## src/pcyn_types_pkg.sv

```systemverilog
// data, tag and memory address widths with their vector types.
// CDB lane count and reservation station sizes.

package pcyn_types_pkg;

    // ********************
    // widths
    // ********************

    localparam int DATA_WIDTH     = 32;
    localparam int TAG_WIDTH      = 5;
    localparam int MEM_ADDR_WIDTH = 4;

    // ********************
    // sizes
    // ********************

    // lane 0 carries ALU results, lane 1 carries LSU results.
    localparam int CDB_DEPTH = 2;

    localparam int ALU_RS_DEPTH = 4;
    localparam int LSU_RS_DEPTH = 4;

    // ********************
    // vector types
    // ********************

    typedef logic [DATA_WIDTH-1:0]     data_t;
    typedef logic [TAG_WIDTH-1:0]      tag_t;
    typedef logic [MEM_ADDR_WIDTH-1:0] mem_addr_t;

endpackage

```

## src/pcyn_isa_pkg.sv

```systemverilog
// opcode encoding for the issue slice.
// masks that classify each opcode as ALU or LSU work.

package pcyn_isa_pkg;

    localparam int OPCODE_WIDTH = 3;
    localparam int OPCODE_COUNT = 2 ** OPCODE_WIDTH;

    typedef enum logic [OPCODE_WIDTH-1:0] {
        OP_ADD   = 3'd0,
        OP_SUB   = 3'd1,
        OP_AND   = 3'd2,
        OP_OR    = 3'd3,
        OP_XOR   = 3'd4,
        OP_LOAD  = 3'd5,
        OP_STORE = 3'd6
    } opcode_t;

    // ********************
    // station classification
    // ********************

    // one bit per opcode value, set when that opcode belongs to the station.
    // code 7 is unused and falls in neither mask.
    localparam logic [OPCODE_COUNT-1:0] ALU_OPCODE_MASK = (OPCODE_COUNT'(1) << OP_ADD) |
                                                          (OPCODE_COUNT'(1) << OP_SUB) |
                                                          (OPCODE_COUNT'(1) << OP_AND) |
                                                          (OPCODE_COUNT'(1) << OP_OR)  |
                                                          (OPCODE_COUNT'(1) << OP_XOR);

    localparam logic [OPCODE_COUNT-1:0] LSU_OPCODE_MASK = (OPCODE_COUNT'(1) << OP_LOAD) |
                                                          (OPCODE_COUNT'(1) << OP_STORE);

endpackage

```

## src/rs_switch.sv

```systemverilog
// enqueue router between the ALU and LSU reservation stations.
// also captures CDB data for sources broadcast in the enqueue cycle.

`timescale 1ns/1ps

module rs_switch (
    input  logic                  i_cdb_en      [0:pcyn_types_pkg::CDB_DEPTH-1],
    input  pcyn_types_pkg::data_t i_cdb_data    [0:pcyn_types_pkg::CDB_DEPTH-1],
    input  pcyn_types_pkg::tag_t  i_cdb_tag     [0:pcyn_types_pkg::CDB_DEPTH-1],

    input  logic                  i_rs_en,
    input  pcyn_isa_pkg::opcode_t i_rs_opcode,
    input  pcyn_types_pkg::tag_t  i_rs_src_tag  [0:1],
    input  pcyn_types_pkg::data_t i_rs_src_data [0:1],
    input  logic                  i_rs_src_rdy  [0:1],
    output logic                  o_rs_en       [0:1],
    output pcyn_types_pkg::tag_t  o_rs_src_tag  [0:1],
    output pcyn_types_pkg::data_t o_rs_src_data [0:1],
    output logic                  o_rs_src_rdy  [0:1],

    input  logic                  i_rs_stall    [0:1],
    output logic                  o_rs_stall
);

    import pcyn_types_pkg::*;
    import pcyn_isa_pkg::*;

    logic rs_opcode_is_alu;
    logic rs_opcode_is_lsu;
    logic cdb_src_hit [0:1][0:CDB_DEPTH-1];

    // station 0 is the ALU station, station 1 the LSU station.
    assign rs_opcode_is_alu = ALU_OPCODE_MASK[i_rs_opcode];
    assign rs_opcode_is_lsu = LSU_OPCODE_MASK[i_rs_opcode];

    assign o_rs_en[0] = i_rs_en & rs_opcode_is_alu;
    assign o_rs_en[1] = i_rs_en & rs_opcode_is_lsu;

    // the station itself refuses the enqueue when full.
    assign o_rs_stall = rs_opcode_is_lsu ? i_rs_stall[1] : i_rs_stall[0];

    // ********************
    // CDB bypass
    // ********************

    // only sources still waiting look at the bus.
    always_comb begin
        for (int src_idx = 0; src_idx < 2; src_idx++) begin
            for (int cdb_idx = 0; cdb_idx < CDB_DEPTH; cdb_idx++) begin
                cdb_src_hit[src_idx][cdb_idx] = ~i_rs_src_rdy[src_idx] & i_cdb_en[cdb_idx] &
                                                (i_cdb_tag[cdb_idx] == i_rs_src_tag[src_idx]);
            end
        end
    end

    always_comb begin
        for (int src_idx = 0; src_idx < 2; src_idx++) begin
            o_rs_src_tag[src_idx]  = i_rs_src_tag[src_idx];
            o_rs_src_data[src_idx] = i_rs_src_data[src_idx];
            o_rs_src_rdy[src_idx]  = i_rs_src_rdy[src_idx];

            for (int cdb_idx = 0; cdb_idx < CDB_DEPTH; cdb_idx++) begin
                if (cdb_src_hit[src_idx][cdb_idx]) begin
                    o_rs_src_data[src_idx] = i_cdb_data[cdb_idx];
                    o_rs_src_rdy[src_idx]  = 1'b1;
                end
            end
        end
    end

endmodule

```

## src/reservation_station.sv

```systemverilog
// reservation station entry array with CDB wakeup.
// issues the oldest ready entry, or only the oldest entry when IN_ORDER is set.

`timescale 1ns/1ps

module reservation_station #(
    parameter int DEPTH    = 4,
    parameter bit IN_ORDER = 1'b0
)(
    input  logic                  clk,
    input  logic                  i_reset,

    input  logic                  i_cdb_en       [0:pcyn_types_pkg::CDB_DEPTH-1],
    input  pcyn_types_pkg::data_t i_cdb_data     [0:pcyn_types_pkg::CDB_DEPTH-1],
    input  pcyn_types_pkg::tag_t  i_cdb_tag      [0:pcyn_types_pkg::CDB_DEPTH-1],

    input  logic                  i_enq_en,
    input  pcyn_isa_pkg::opcode_t i_enq_opcode,
    input  pcyn_types_pkg::tag_t  i_enq_dst_tag,
    input  pcyn_types_pkg::tag_t  i_enq_src_tag  [0:1],
    input  pcyn_types_pkg::data_t i_enq_src_data [0:1],
    input  logic                  i_enq_src_rdy  [0:1],
    output logic                  o_stall,

    output logic                  o_issue_en,
    output pcyn_isa_pkg::opcode_t o_issue_opcode,
    output pcyn_types_pkg::tag_t  o_issue_dst_tag,
    output pcyn_types_pkg::data_t o_issue_src_data [0:1]
);

    import pcyn_types_pkg::*;
    import pcyn_isa_pkg::*;

    localparam int IDX_WIDTH = (DEPTH > 1) ? $clog2(DEPTH) : 1;

    typedef logic [IDX_WIDTH-1:0] idx_t;
    typedef enum logic [1:0] {EMPTY, WAITING, READY} entry_state_t;

    entry_state_t entry_state    [0:DEPTH-1];
    idx_t         entry_age      [0:DEPTH-1];
    logic         entry_src_rdy  [0:DEPTH-1][0:1];
    opcode_t      entry_opcode   [0:DEPTH-1];
    tag_t         entry_dst_tag  [0:DEPTH-1];
    tag_t         entry_src_tag  [0:DEPTH-1][0:1];
    data_t        entry_src_data [0:DEPTH-1][0:1];

    logic               wake_en   [0:DEPTH-1][0:1];
    data_t              wake_data [0:DEPTH-1][0:1];
    logic [IDX_WIDTH:0] occ_count;
    logic               enq_accept;
    idx_t               enq_idx;
    idx_t               enq_age;
    logic               sel_en;
    idx_t               sel_idx;
    idx_t               sel_age;

    // ********************
    // occupancy
    // ********************

    // ages stay compact: 0 is the oldest occupied entry.
    // the lowest empty slot takes the next enqueue.
    always_comb begin
        occ_count = '0;
        enq_idx   = '0;
        o_stall   = 1'b1;
        for (int i = DEPTH - 1; i >= 0; i--) begin
            if (entry_state[i] == EMPTY) begin
                o_stall = 1'b0;
                enq_idx = idx_t'(i);
            end else begin
                occ_count = occ_count + 1'b1;
            end
        end
    end

    assign enq_accept = i_enq_en & ~o_stall;
    assign enq_age    = idx_t'(occ_count - (IDX_WIDTH + 1)'(sel_en));

    // ********************
    // wakeup and select
    // ********************

    always_comb begin
        for (int i = 0; i < DEPTH; i++) begin
            for (int s = 0; s < 2; s++) begin
                wake_en[i][s]   = 1'b0;
                wake_data[i][s] = entry_src_data[i][s];
                for (int c = 0; c < CDB_DEPTH; c++) begin
                    if ((entry_state[i] == WAITING) && !entry_src_rdy[i][s] && i_cdb_en[c] &&
                        (i_cdb_tag[c] == entry_src_tag[i][s])) begin
                        wake_en[i][s]   = 1'b1;
                        wake_data[i][s] = i_cdb_data[c];
                    end
                end
            end
        end
    end

    // in-order mode only ever considers the age 0 entry.
    always_comb begin
        sel_en  = 1'b0;
        sel_idx = '0;
        sel_age = '0;
        for (int i = 0; i < DEPTH; i++) begin
            if ((entry_state[i] == READY) && (!IN_ORDER || (entry_age[i] == '0)) &&
                (!sel_en || (entry_age[i] < sel_age))) begin
                sel_en  = 1'b1;
                sel_idx = idx_t'(i);
                sel_age = entry_age[i];
            end
        end
    end

    // ********************
    // entry update
    // ********************

    always_ff @(posedge clk) begin
        if (i_reset) begin
            for (int i = 0; i < DEPTH; i++) begin
                entry_state[i]      <= EMPTY;
                entry_age[i]        <= '0;
                entry_src_rdy[i][0] <= 1'b0;
                entry_src_rdy[i][1] <= 1'b0;
            end
        end else begin
            for (int i = 0; i < DEPTH; i++) begin
                if (enq_accept && (enq_idx == idx_t'(i))) begin
                    entry_state[i] <= (i_enq_src_rdy[0] && i_enq_src_rdy[1]) ? READY : WAITING;
                    entry_age[i]   <= enq_age;
                    for (int s = 0; s < 2; s++) begin
                        entry_src_rdy[i][s] <= i_enq_src_rdy[s];
                    end
                end else if (sel_en && (sel_idx == idx_t'(i))) begin
                    entry_state[i] <= EMPTY;
                end else if (entry_state[i] != EMPTY) begin
                    if (sel_en && (entry_age[i] > sel_age)) begin
                        entry_age[i] <= entry_age[i] - 1'b1;
                    end
                    for (int s = 0; s < 2; s++) begin
                        entry_src_rdy[i][s] <= entry_src_rdy[i][s] | wake_en[i][s];
                    end
                    if ((entry_src_rdy[i][0] | wake_en[i][0]) &&
                        (entry_src_rdy[i][1] | wake_en[i][1])) begin
                        entry_state[i] <= READY;
                    end
                end
            end
        end
    end

    always_ff @(posedge clk) begin
        for (int i = 0; i < DEPTH; i++) begin
            if (enq_accept && (enq_idx == idx_t'(i))) begin
                entry_opcode[i]  <= i_enq_opcode;
                entry_dst_tag[i] <= i_enq_dst_tag;
                for (int s = 0; s < 2; s++) begin
                    entry_src_tag[i][s]  <= i_enq_src_tag[s];
                    entry_src_data[i][s] <= i_enq_src_data[s];
                end
            end else begin
                for (int s = 0; s < 2; s++) begin
                    entry_src_data[i][s] <= wake_data[i][s];
                end
            end
        end
    end

    // ********************
    // issue register
    // ********************

    always_ff @(posedge clk) begin
        if (i_reset) begin
            o_issue_en <= 1'b0;
        end else begin
            o_issue_en <= sel_en;
        end
    end

    always_ff @(posedge clk) begin
        o_issue_opcode      <= entry_opcode[sel_idx];
        o_issue_dst_tag     <= entry_dst_tag[sel_idx];
        o_issue_src_data[0] <= entry_src_data[sel_idx][0];
        o_issue_src_data[1] <= entry_src_data[sel_idx][1];
    end

endmodule

```

## src/alu_unit.sv

```systemverilog
// single cycle integer unit.
// drives CDB lane 0.

`timescale 1ns/1ps

module alu_unit (
    input  logic                  clk,
    input  logic                  i_reset,

    input  logic                  i_issue_en,
    input  pcyn_isa_pkg::opcode_t i_opcode,
    input  pcyn_types_pkg::tag_t  i_dst_tag,
    input  pcyn_types_pkg::data_t i_src_data [0:1],

    output logic                  o_cdb_en,
    output pcyn_types_pkg::data_t o_cdb_data,
    output pcyn_types_pkg::tag_t  o_cdb_tag
);

    import pcyn_types_pkg::*;
    import pcyn_isa_pkg::*;

    data_t alu_result;

    // subtraction takes source 0 minus source 1.
    always_comb begin
        case (i_opcode)
            OP_ADD:  alu_result = i_src_data[0] + i_src_data[1];
            OP_SUB:  alu_result = i_src_data[0] - i_src_data[1];
            OP_AND:  alu_result = i_src_data[0] & i_src_data[1];
            OP_OR:   alu_result = i_src_data[0] | i_src_data[1];
            OP_XOR:  alu_result = i_src_data[0] ^ i_src_data[1];
            default: alu_result = '0;
        endcase
    end

    always_ff @(posedge clk) begin
        if (i_reset) begin
            o_cdb_en <= 1'b0;
        end else begin
            o_cdb_en <= i_issue_en;
        end
    end

    always_ff @(posedge clk) begin
        o_cdb_data <= alu_result;
        o_cdb_tag  <= i_dst_tag;
    end

endmodule

```

## src/lsu_unit.sv

```systemverilog
// single cycle load/store unit with a small word addressed data memory.
// drives CDB lane 1.

`timescale 1ns/1ps

module lsu_unit (
    input  logic                  clk,
    input  logic                  i_reset,

    input  logic                  i_issue_en,
    input  pcyn_isa_pkg::opcode_t i_opcode,
    input  pcyn_types_pkg::tag_t  i_dst_tag,
    input  pcyn_types_pkg::data_t i_src_data [0:1],

    output logic                  o_cdb_en,
    output pcyn_types_pkg::data_t o_cdb_data,
    output pcyn_types_pkg::tag_t  o_cdb_tag
);

    import pcyn_types_pkg::*;
    import pcyn_isa_pkg::*;

    localparam int MEM_WORDS = 2 ** MEM_ADDR_WIDTH;

    data_t     mem [0:MEM_WORDS-1];
    mem_addr_t mem_addr;
    logic      is_store;

    // only the low address bits of source 0 select a word.
    assign mem_addr = i_src_data[0][MEM_ADDR_WIDTH-1:0];
    assign is_store = (i_opcode == OP_STORE);

    always_ff @(posedge clk) begin
        if (i_issue_en && is_store) begin
            mem[mem_addr] <= i_src_data[1];
        end
    end

    always_ff @(posedge clk) begin
        if (i_reset) begin
            o_cdb_en <= 1'b0;
        end else begin
            o_cdb_en <= i_issue_en;
        end
    end

    // a store broadcasts the word it wrote so that its tag completes.
    always_ff @(posedge clk) begin
        o_cdb_data <= is_store ? i_src_data[1] : mem[mem_addr];
        o_cdb_tag  <= i_dst_tag;
    end

endmodule

```

## src/dispatch_core.sv

```systemverilog
// issue slice top level.
// switch, ALU and LSU stations, execution units and the two lane CDB.

`timescale 1ns/1ps

module dispatch_core (
    input  logic                  clk,
    input  logic                  i_reset,

    input  logic                  i_rs_en,
    input  pcyn_isa_pkg::opcode_t i_rs_opcode,
    input  pcyn_types_pkg::tag_t  i_rs_dst_tag,
    input  pcyn_types_pkg::tag_t  i_rs_src_tag  [0:1],
    input  pcyn_types_pkg::data_t i_rs_src_data [0:1],
    input  logic                  i_rs_src_rdy  [0:1],
    output logic                  o_rs_stall,

    output logic                  o_cdb_en      [0:pcyn_types_pkg::CDB_DEPTH-1],
    output pcyn_types_pkg::data_t o_cdb_data    [0:pcyn_types_pkg::CDB_DEPTH-1],
    output pcyn_types_pkg::tag_t  o_cdb_tag     [0:pcyn_types_pkg::CDB_DEPTH-1]
);

    import pcyn_types_pkg::*;
    import pcyn_isa_pkg::*;

    // ********************
    // CDB
    // ********************

    logic  cdb_en   [0:CDB_DEPTH-1];
    data_t cdb_data [0:CDB_DEPTH-1];
    tag_t  cdb_tag  [0:CDB_DEPTH-1];

    assign o_cdb_en   = cdb_en;
    assign o_cdb_data = cdb_data;
    assign o_cdb_tag  = cdb_tag;

    logic    rs_en       [0:1];
    logic    rs_stall    [0:1];
    tag_t    rs_src_tag  [0:1];
    data_t   rs_src_data [0:1];
    logic    rs_src_rdy  [0:1];

    logic    alu_issue_en;
    opcode_t alu_issue_opcode;
    tag_t    alu_issue_dst_tag;
    data_t   alu_issue_src_data [0:1];
    logic    lsu_issue_en;
    opcode_t lsu_issue_opcode;
    tag_t    lsu_issue_dst_tag;
    data_t   lsu_issue_src_data [0:1];

    rs_switch rs_switch_i (
        .i_cdb_en(cdb_en), .i_cdb_data(cdb_data), .i_cdb_tag(cdb_tag),
        .i_rs_en(i_rs_en), .i_rs_opcode(i_rs_opcode),
        .i_rs_src_tag(i_rs_src_tag), .i_rs_src_data(i_rs_src_data),
        .i_rs_src_rdy(i_rs_src_rdy),
        .o_rs_en(rs_en), .o_rs_src_tag(rs_src_tag), .o_rs_src_data(rs_src_data),
        .o_rs_src_rdy(rs_src_rdy),
        .i_rs_stall(rs_stall), .o_rs_stall(o_rs_stall)
    );

    reservation_station #(.DEPTH(ALU_RS_DEPTH), .IN_ORDER(1'b0)) alu_rs (
        .clk(clk), .i_reset(i_reset),
        .i_cdb_en(cdb_en), .i_cdb_data(cdb_data), .i_cdb_tag(cdb_tag),
        .i_enq_en(rs_en[0]), .i_enq_opcode(i_rs_opcode), .i_enq_dst_tag(i_rs_dst_tag),
        .i_enq_src_tag(rs_src_tag), .i_enq_src_data(rs_src_data),
        .i_enq_src_rdy(rs_src_rdy), .o_stall(rs_stall[0]),
        .o_issue_en(alu_issue_en), .o_issue_opcode(alu_issue_opcode),
        .o_issue_dst_tag(alu_issue_dst_tag), .o_issue_src_data(alu_issue_src_data)
    );

    // memory operations issue in program order.
    reservation_station #(.DEPTH(LSU_RS_DEPTH), .IN_ORDER(1'b1)) lsu_rs (
        .clk(clk), .i_reset(i_reset),
        .i_cdb_en(cdb_en), .i_cdb_data(cdb_data), .i_cdb_tag(cdb_tag),
        .i_enq_en(rs_en[1]), .i_enq_opcode(i_rs_opcode), .i_enq_dst_tag(i_rs_dst_tag),
        .i_enq_src_tag(rs_src_tag), .i_enq_src_data(rs_src_data),
        .i_enq_src_rdy(rs_src_rdy), .o_stall(rs_stall[1]),
        .o_issue_en(lsu_issue_en), .o_issue_opcode(lsu_issue_opcode),
        .o_issue_dst_tag(lsu_issue_dst_tag), .o_issue_src_data(lsu_issue_src_data)
    );

    alu_unit alu_unit_i (
        .clk(clk), .i_reset(i_reset),
        .i_issue_en(alu_issue_en), .i_opcode(alu_issue_opcode),
        .i_dst_tag(alu_issue_dst_tag), .i_src_data(alu_issue_src_data),
        .o_cdb_en(cdb_en[0]), .o_cdb_data(cdb_data[0]), .o_cdb_tag(cdb_tag[0])
    );

    lsu_unit lsu_unit_i (
        .clk(clk), .i_reset(i_reset),
        .i_issue_en(lsu_issue_en), .i_opcode(lsu_issue_opcode),
        .i_dst_tag(lsu_issue_dst_tag), .i_src_data(lsu_issue_src_data),
        .o_cdb_en(cdb_en[1]), .o_cdb_data(cdb_data[1]), .o_cdb_tag(cdb_tag[1])
    );

endmodule

```

## config.mk

```make
export PLATFORM = sky130hd
export DESIGN_NAME = dispatch_core
export DESIGN_NICKNAME = d
export VERILOG_FILES = /design/src/pcyn_types_pkg.sv /design/src/pcyn_isa_pkg.sv /design/src/rs_switch.sv /design/src/reservation_station.sv /design/src/alu_unit.sv /design/src/lsu_unit.sv /design/src/dispatch_core.sv
export SDC_FILE = /design/constraint.sdc
export NUM_CORES = 2
export LEC_CHECK = 0
export BUFFER_PORTS_ARGS = -buffer_cell sky130_fd_sc_hd__buf_4
export CAP_MARGIN = 20
export CORE_MARGIN = 4
export CORE_UTILIZATION = 25
export CTS_CLUSTER_SIZE = 25
export DETAILED_ROUTE_END_ITERATION = 8
export HOLD_SLACK_MARGIN = 0.08
export PLACE_DENSITY = 0.43
export REMOVE_ABC_BUFFERS = 1
export SYNTH_ARGS = -nofsm -noshare
export SYNTH_HDL_FRONTEND = slang
export SYNTH_SLANG_ARGS = --single-unit
export TNS_END_PERCENT = 30
```

## constraint.sdc

```tcl
create_clock -name clk -period 12.67 [get_ports clk]
set_input_delay 0 -clock clk [delete_from_list [all_inputs] [get_ports clk]]
set_output_delay 0 -clock clk [all_outputs]
set_load 0.03 [all_outputs]
```

# After elaboration in Yosys (flattened, before gate mapping)
# Memories as Yosys holds them, arrays and structs flattened. A register that Yosys moved wholly into a read port is not among the register bits.
# Index checks and enable logic that the tools add are counted.
[classes]
n_addsub = 18
order_cmp = 15
n_eq_ne = 85
muxes = 478
bitwise_logic = 123
n_reduce_logical = 211
[ops]
columns = ["operator", "n"]
rows = [
  ["32-bit two-way mux", 53],
  ["1-bit two-way mux", 321],
  ["5-bit == test", 36],
  ["2-bit two-way mux", 85],
  ["32-bit one-hot mux with 5 select lines", 1],
  ["1-bit logical AND", 124],
  ["1-bit OR", 104],
  ["10-bit two-way mux", 6],
  ["10-bit OR reduction", 6],
  ["32-bit adder", 1],
  ["32-bit bitwise AND", 1],
  ["2-bit == test, second input constant", 16],
  ["2-bit logical NOT", 16],
  ["2-bit inequality test, second input constant", 16],
  ["32-bit OR", 1],
  ["2-bit AND reduction", 16],
  ["32-bit subtractor", 1],
  ["32-bit XOR", 1],
  ["5-bit two-way mux", 6],
  ["5-bit OR reduction", 6],
  ["2-bit by 1-bit == test with 1-bit output, second input constant", 12],
  ["1-bit logical NOT", 22],
  ["3-bit two-way mux", 6],
  ["3-bit OR reduction", 6],
  ["other kinds (15)", 67],
]
[word_totals]
ff_bits = 78
mem_bits_rw = 1216
mem_bits_ro = 16
mem_count = 17
[mem_list]
columns = ["memory", "words", "width", "read_ports", "rd_ports_with_merged_regs", "wr", "line_no", "source"]
rows = [
  ["lsu_unit_i.mem", 16, 32, 1, 0, 1, "lsu_unit.sv:25", "data_t mem [0:MEM_WORDS-1];"],
  ["alu_rs.entry_src_data", 4, 64, 1, 1, 4, "reservation_station.sv:45", "data_t entry_src_data [0:DEPTH-1][0:1];"],
  ["lsu_rs.entry_src_data", 4, 64, 1, 1, 4, "reservation_station.sv:45", ""],
  ["alu_rs.entry_src_tag", 4, 10, 4, 0, 1, "reservation_station.sv:44", "tag_t entry_src_tag [0:DEPTH-1][0:1];"],
  ["lsu_rs.entry_src_tag", 4, 10, 4, 0, 1, "reservation_station.sv:44", ""],
  ["alu_rs.entry_dst_tag", 4, 5, 1, 1, 1, "reservation_station.sv:43", "tag_t entry_dst_tag [0:DEPTH-1];"],
  ["11 more memories", "-", "-", "-", "-", "-", "-", ""],
]

# Longest topological paths before layout
# An unclocked memory read counts as a cell.
[depth]
ltp_word = 25
depth_mapped = 27
ltp_nobuf = 23

# Hierarchy
# From an unflattened synthesis, not the netlist that was laid out.
[hier_totals]
hier_cells = 6288
area_unflattened_um2 = 71776.3
[modules_own_cells]
columns = ["mod", "instances", "cells_each", "area_each_um2", "seq_area_each_um2"]
rows = [
  ["reservation_station at lsu_rs", 1, 2189, 21994.8, 12031.5],
  ["reservation_station at alu_rs", 1, 2046, 21777.1, 12031.5],
  ["lsu_unit", 1, 1059, 20677.3, 16135.5],
  ["alu_unit", 1, 634, 4885.9, 760.7],
  ["rs_switch", 1, 360, 2441.1, 0.0],
]

# Least setup slack after synthesis
# Ideal clock, no wire load.
[synth_path]
kind = "register to register"
startpoint = "memory alu_rs.entry_state[0][0] in the netlist's numbering"
endpoint = "memory alu_rs.entry_age[0][0] in the netlist's numbering, enable pin"
arrival_ns = 5.689
path_slack_ns = 6.684
path_stages_with_launch = 27
n_path_buf = 5
period_less_slack_ns = 5.986
path_cell_list = "edfxtp_1 nand3b_1 ha_1 a21oi_1 nor2_1 nor2_1 clkbuf_1 a21oi_1 ha_1 a21boi_1 or2_2 a21o_1 clkbuf_1 mux2_2 ha_1 a21oi_1 o21a_1 buf_2 clkbuf_1 clkbuf_1 nor2_1 a21oi_1 ha_1 a21oi_1 o21ai_0 or3_1 nand2_1"
[synth_rtl]
columns = ["item", "line_no", "source"]
rows = [
  ["start, declared", "reservation_station.sv:39", "entry_state_t entry_state [0:DEPTH-1];"],
  ["end, declared", "reservation_station.sv:40", "idx_t entry_age [0:DEPTH-1];"],
]

==> qor.txt <==
starting density of the core -> 25.16%
WHS -> 106.7 ps
slew margin rel. -> 25.70%
antenna viol nets, final -> 0
placed cell area -> 68910 um^2
Congestion Overflow GR -> 0
Cell variety after synth -> 84
max cap viols -> 0
Syn-to-layout area delta -> 17.56%
setup TNS -> 0 ps
die area -> 261600 um^2
worst-case clock buffer depth -> 3
vias per cell -> 4.920
Worst Hold Class -> in2reg
global-route wire length before repair -> 313100 um
asr flop ratio synth -> 0%
initial drt markers -> 3303
crit share post-route -> 56.34%
gpl congestion -> 0.8208
ys flop type -> edfxtp_1
DP HPWL -> 133200 um
Setup crit end kind -> flip-flop
Syn Area/Cell -> 12.33 um^2
Worst setup SP type -> flip-flop
Die Y -> 511.4 um
Port Buffer Count -> 163
# DRC -> 0
CP Class -> reg2reg
Tightest Pin Transition -> 1115 ps
number of flops mapped to enable cells by yosys -> 1104
LEAKAGE -> 0.02533 uW
Final Skew -> 65.87 ps
Nets -> 5537
Clock Tree Root -> clkbuf_16
vias in the first global route -> 43.69k
CP startpoint -> alu_rs.entry_state[0][0]$_SDFFCE_PP0P_
VDD IR max -> 0.1212 mV
CP arrival -> 7650 ps
largest net degree at the start of global routing -> 93
Reg clk slew, reported paths -> 60 ps
Synthesis Warnings -> 0
number of max-slew violations in the final report -> 0
row count -> 184
Core Region -> 251900 um^2
Crit Reg-Reg Endpoint -> alu_rs.entry_age[0][1]$_SDFFCE_PN0P_
# clock sinks -> 1298
cts bufs inserted -> 144
Cell Pwr Density -> 197.8 nW/um^2
Final Hold Vio Count -> 0
post-synthesis instance total -> 5139
Fmax -> 140.1 MHz
fraction of layout cells with a size suffix above 1 -> 14.71%
Final Setup Violations -> 0
Worst Path Required -> 13180 ps
Yosys reg bits -> 1298
multi-input logic area -> 24720 um^2
Worst-Skew Late Latency -> 810 ps
GRT Resource Usage Total -> 16.04%
Fill cells -> 25.59k
IO Pins -> 164
register area -> 37050 um^2
Routed Wire Length -> 216700 um
R2R Setup Slk -> 5530 ps
DR pass1 iterations -> 6
min Tclk post-route -> 7138 ps
sequential share of the synthesized area -> 58.45%
chip width -> 511.4 um
CTS tree -> done
Routed WL per cell -> 24.66 um
vias -> 43.23k
worst r2r path cells -> 23
CTS resizes -> 0
CP Max Fanout -> 86
initial antenna violation count -> 4
launching point of the worst reg2reg path -> alu_rs.entry_state[0][0]$_SDFFCE_PP0P_
Worst setup endpoint -> alu_rs.entry_age[0][1]$_SDFFCE_PN0P_
Mapped Area -> 63360 um^2
RSZ-0062 raised after global routing -> false
# H-tree levels -> 4
fin area -> 74490 um^2
outcome -> finished, final reports clean
[cell families (layout without fill, tap and decap cells)]
family	count (synthesis)	in the layout	share of synthesized area, %
flops	1298	1298	58.45
fa+ha+maj	128	128	2.538
simple gates	1279	1279	9.009
mux	645	645	13.35
buf+inv	501	800	3.100
xor+xnor	248	248	3.428
other cells	0	1	0
compound gates	1040	1040	10.12
[synth_stat cells (6+ instances only)]
cell type     n  area (um^2)
o31ai_1      10        75.07
xnor2_1      98        858.3
o211ai_1     28        210.2
nor3_1       42        210.2
nor4_1       27        168.9
or4_1        14        105.1
xor2_1      150         1314
and2_1       31        193.9
buf_1        43        161.4
o21bai_1      7        52.55
ha_1        126         1577
nor4_2        7        87.58
dfxtp_1     194         3884
nand4_1      23        143.9
nand3b_1      6        45.04
mux2i_1     483         4835
nand2b_1     33        206.5
o21a_1        8        60.06
inv_1       111        416.7
nor2_1      402         1509
o21ai_1      28        140.1
o221ai_1      7        61.31
a31oi_1      12        75.07
a21oi_1     416         2082
edfxtp_1   1104        33150
mux4_2      160         3603
a21o_1       19        142.6
a221o_1     118         1181
o21ai_0     279         1396
a211oi_1     27        202.7
a41oi_1       7        61.31
nand2_1     493         1851
o22ai_1      24        150.1
or2_2        15        93.84
a41o_1        6        60.06
clkbuf_1    294         1104
buf_2        46        230.2
and3b_1       7        61.31
nor2b_1      19        118.9
nand3_1     116        580.6
or3_1        17        106.4
[routing by layer]
metal / GRT usage, % / up-vias / part of all wire (%)
met4: 3.379 / 0 / 1.8
met5: 0 / - / 0
met1: 22.91 / 22270 / 47
li1: - / 19570 / -
met2: 25.95 / 1127 / 46
met3: 2.127 / 261 / 4.4
[critical path, stage by stage (launching register included)]
cell and delay (ps):
edfxtp_1 440, nand3b_1 240, ha_1 320, a21oi_1 190, nor2_1 100, nor2_4 80
buf_4 520, a21oi_1 210, ha_1 340, a21boi_1 200, or2_2 200, a21o_4 510
mux2_2 420, ha_1 270, a21oi_1 300, o21a_4 160, buf_4 790, nor2_1 110
a21oi_1 380, ha_1 330, a21oi_1 130, o21ai_0 80, or3_1 360, nand2_1 130
[cell usage in the layout, fill, tap and decap left out, types with 24 or more instances in the layout]
cell type      instances
a211oi_1              27
a21oi_1              415
a221o_1              118
and2_1                30
buf_4                332
clkbuf_1              55
clkbuf_16            145
dfxtp_1              189
dlygate4sd3_1         93
edfxtp_1            1104
ha_1                 126
inv_1                111
mux2i_1              483
mux4_2               160
nand2_1              485
nand2b_1              29
nand3_1              115
nor2_1               386
nor3_1                37
o211ai_1              28
o21ai_0              279
o21ai_1               28
o22ai_1               24
xnor2_1               98
xor2_1               150
[cell type report]
class,count,area share (%)
sequential,1298,49.74
multi-input combinational,3340,33.18
tap,3348,5.624
clock buffer,216,5.444
timing repair buffer,427,4.650
clock inverter,45,0.7928
inverter,112,0.5644
antenna,1,0.003359
[worst min path at each step]
| stage | from | to | slack, ps | cells past startpoint |
|---|---|---|---|---|
| floorplan | i_reset | alu_unit_i.o_cdb_en$_SDFF_PP0_ | 70 | 1 |
| global placement | i_rs_dst_tag[1] | lsu_rs.entry_dst_tag[1][1]$_DFFE_PP_ | 260 | 1 |
| detailed placement | i_rs_dst_tag[1] | lsu_rs.entry_dst_tag[1][1]$_DFFE_PP_ | 260 | 1 |
| CTS | i_rs_src_data[28] | lsu_rs.entry_src_data[3][28]$_DFFE_PP_ | 90 | 5 |
| global route | i_rs_src_data[28] | alu_rs.entry_src_data[2][28]$_DFFE_PP_ | 110 | 5 |
| finish | i_rs_src_data[28] | lsu_rs.entry_src_data[3][28]$_DFFE_PP_ | 110 | 5 |
[per-stage QoR]
stage	utilization, %	total power [uW]	worst slack [ps]	instances
detailed placement	27.36	10630	5596	8432
finish	29.57	14740	5532	8787
CTS	29.57	14880	5551	8786
floorplan	-	8697	864.6	4750
global route	29.57	15530	5107	8786
global placement	27.35	10600	5647	8431
[report_power, final]
group          total, uW  internal, uW  leakage (uW)  switching [uW]
sequential          5640          5140        0.0117             501
combinational       4920          1810        0.0114            3110
clock               4180          2330       0.00225            1850
total              14700          9280        0.0253            5460
[state kept, by name, summed over array words and instances (netlist names), 8 cells and up]
signal	cells
lsu_rs.o_issue_src_data	36
alu_rs.entry_dst_tag	20
lsu_rs.entry_age	8
alu_unit_i.o_cdb_data	32
alu_rs.o_issue_src_data	64
lsu_unit_i.mem	512
lsu_rs.entry_src_tag	40
alu_rs.entry_age	8
lsu_rs.entry_opcode	12
alu_rs.entry_opcode	12
lsu_rs.entry_dst_tag	20
alu_rs.entry_src_data	256
alu_rs.entry_src_tag	40
lsu_rs.entry_src_rdy	8
alu_rs.entry_state	8
alu_rs.entry_src_rdy	8
lsu_rs.entry_src_data	144
lsu_rs.entry_state	8
lsu_unit_i.o_cdb_data	32
[timing repair]
| action | 4_1_cts | 5_1_grt |
|---|---|---|
| setup endpoints to repair | 0 | 0 |
| buffers inserted | 0 | 0 |
| hold endpoints to repair | 428 | 0 |
| hold buffers | 93 | 0 |
Note: power is estimated with default switching activity, not from simulation.
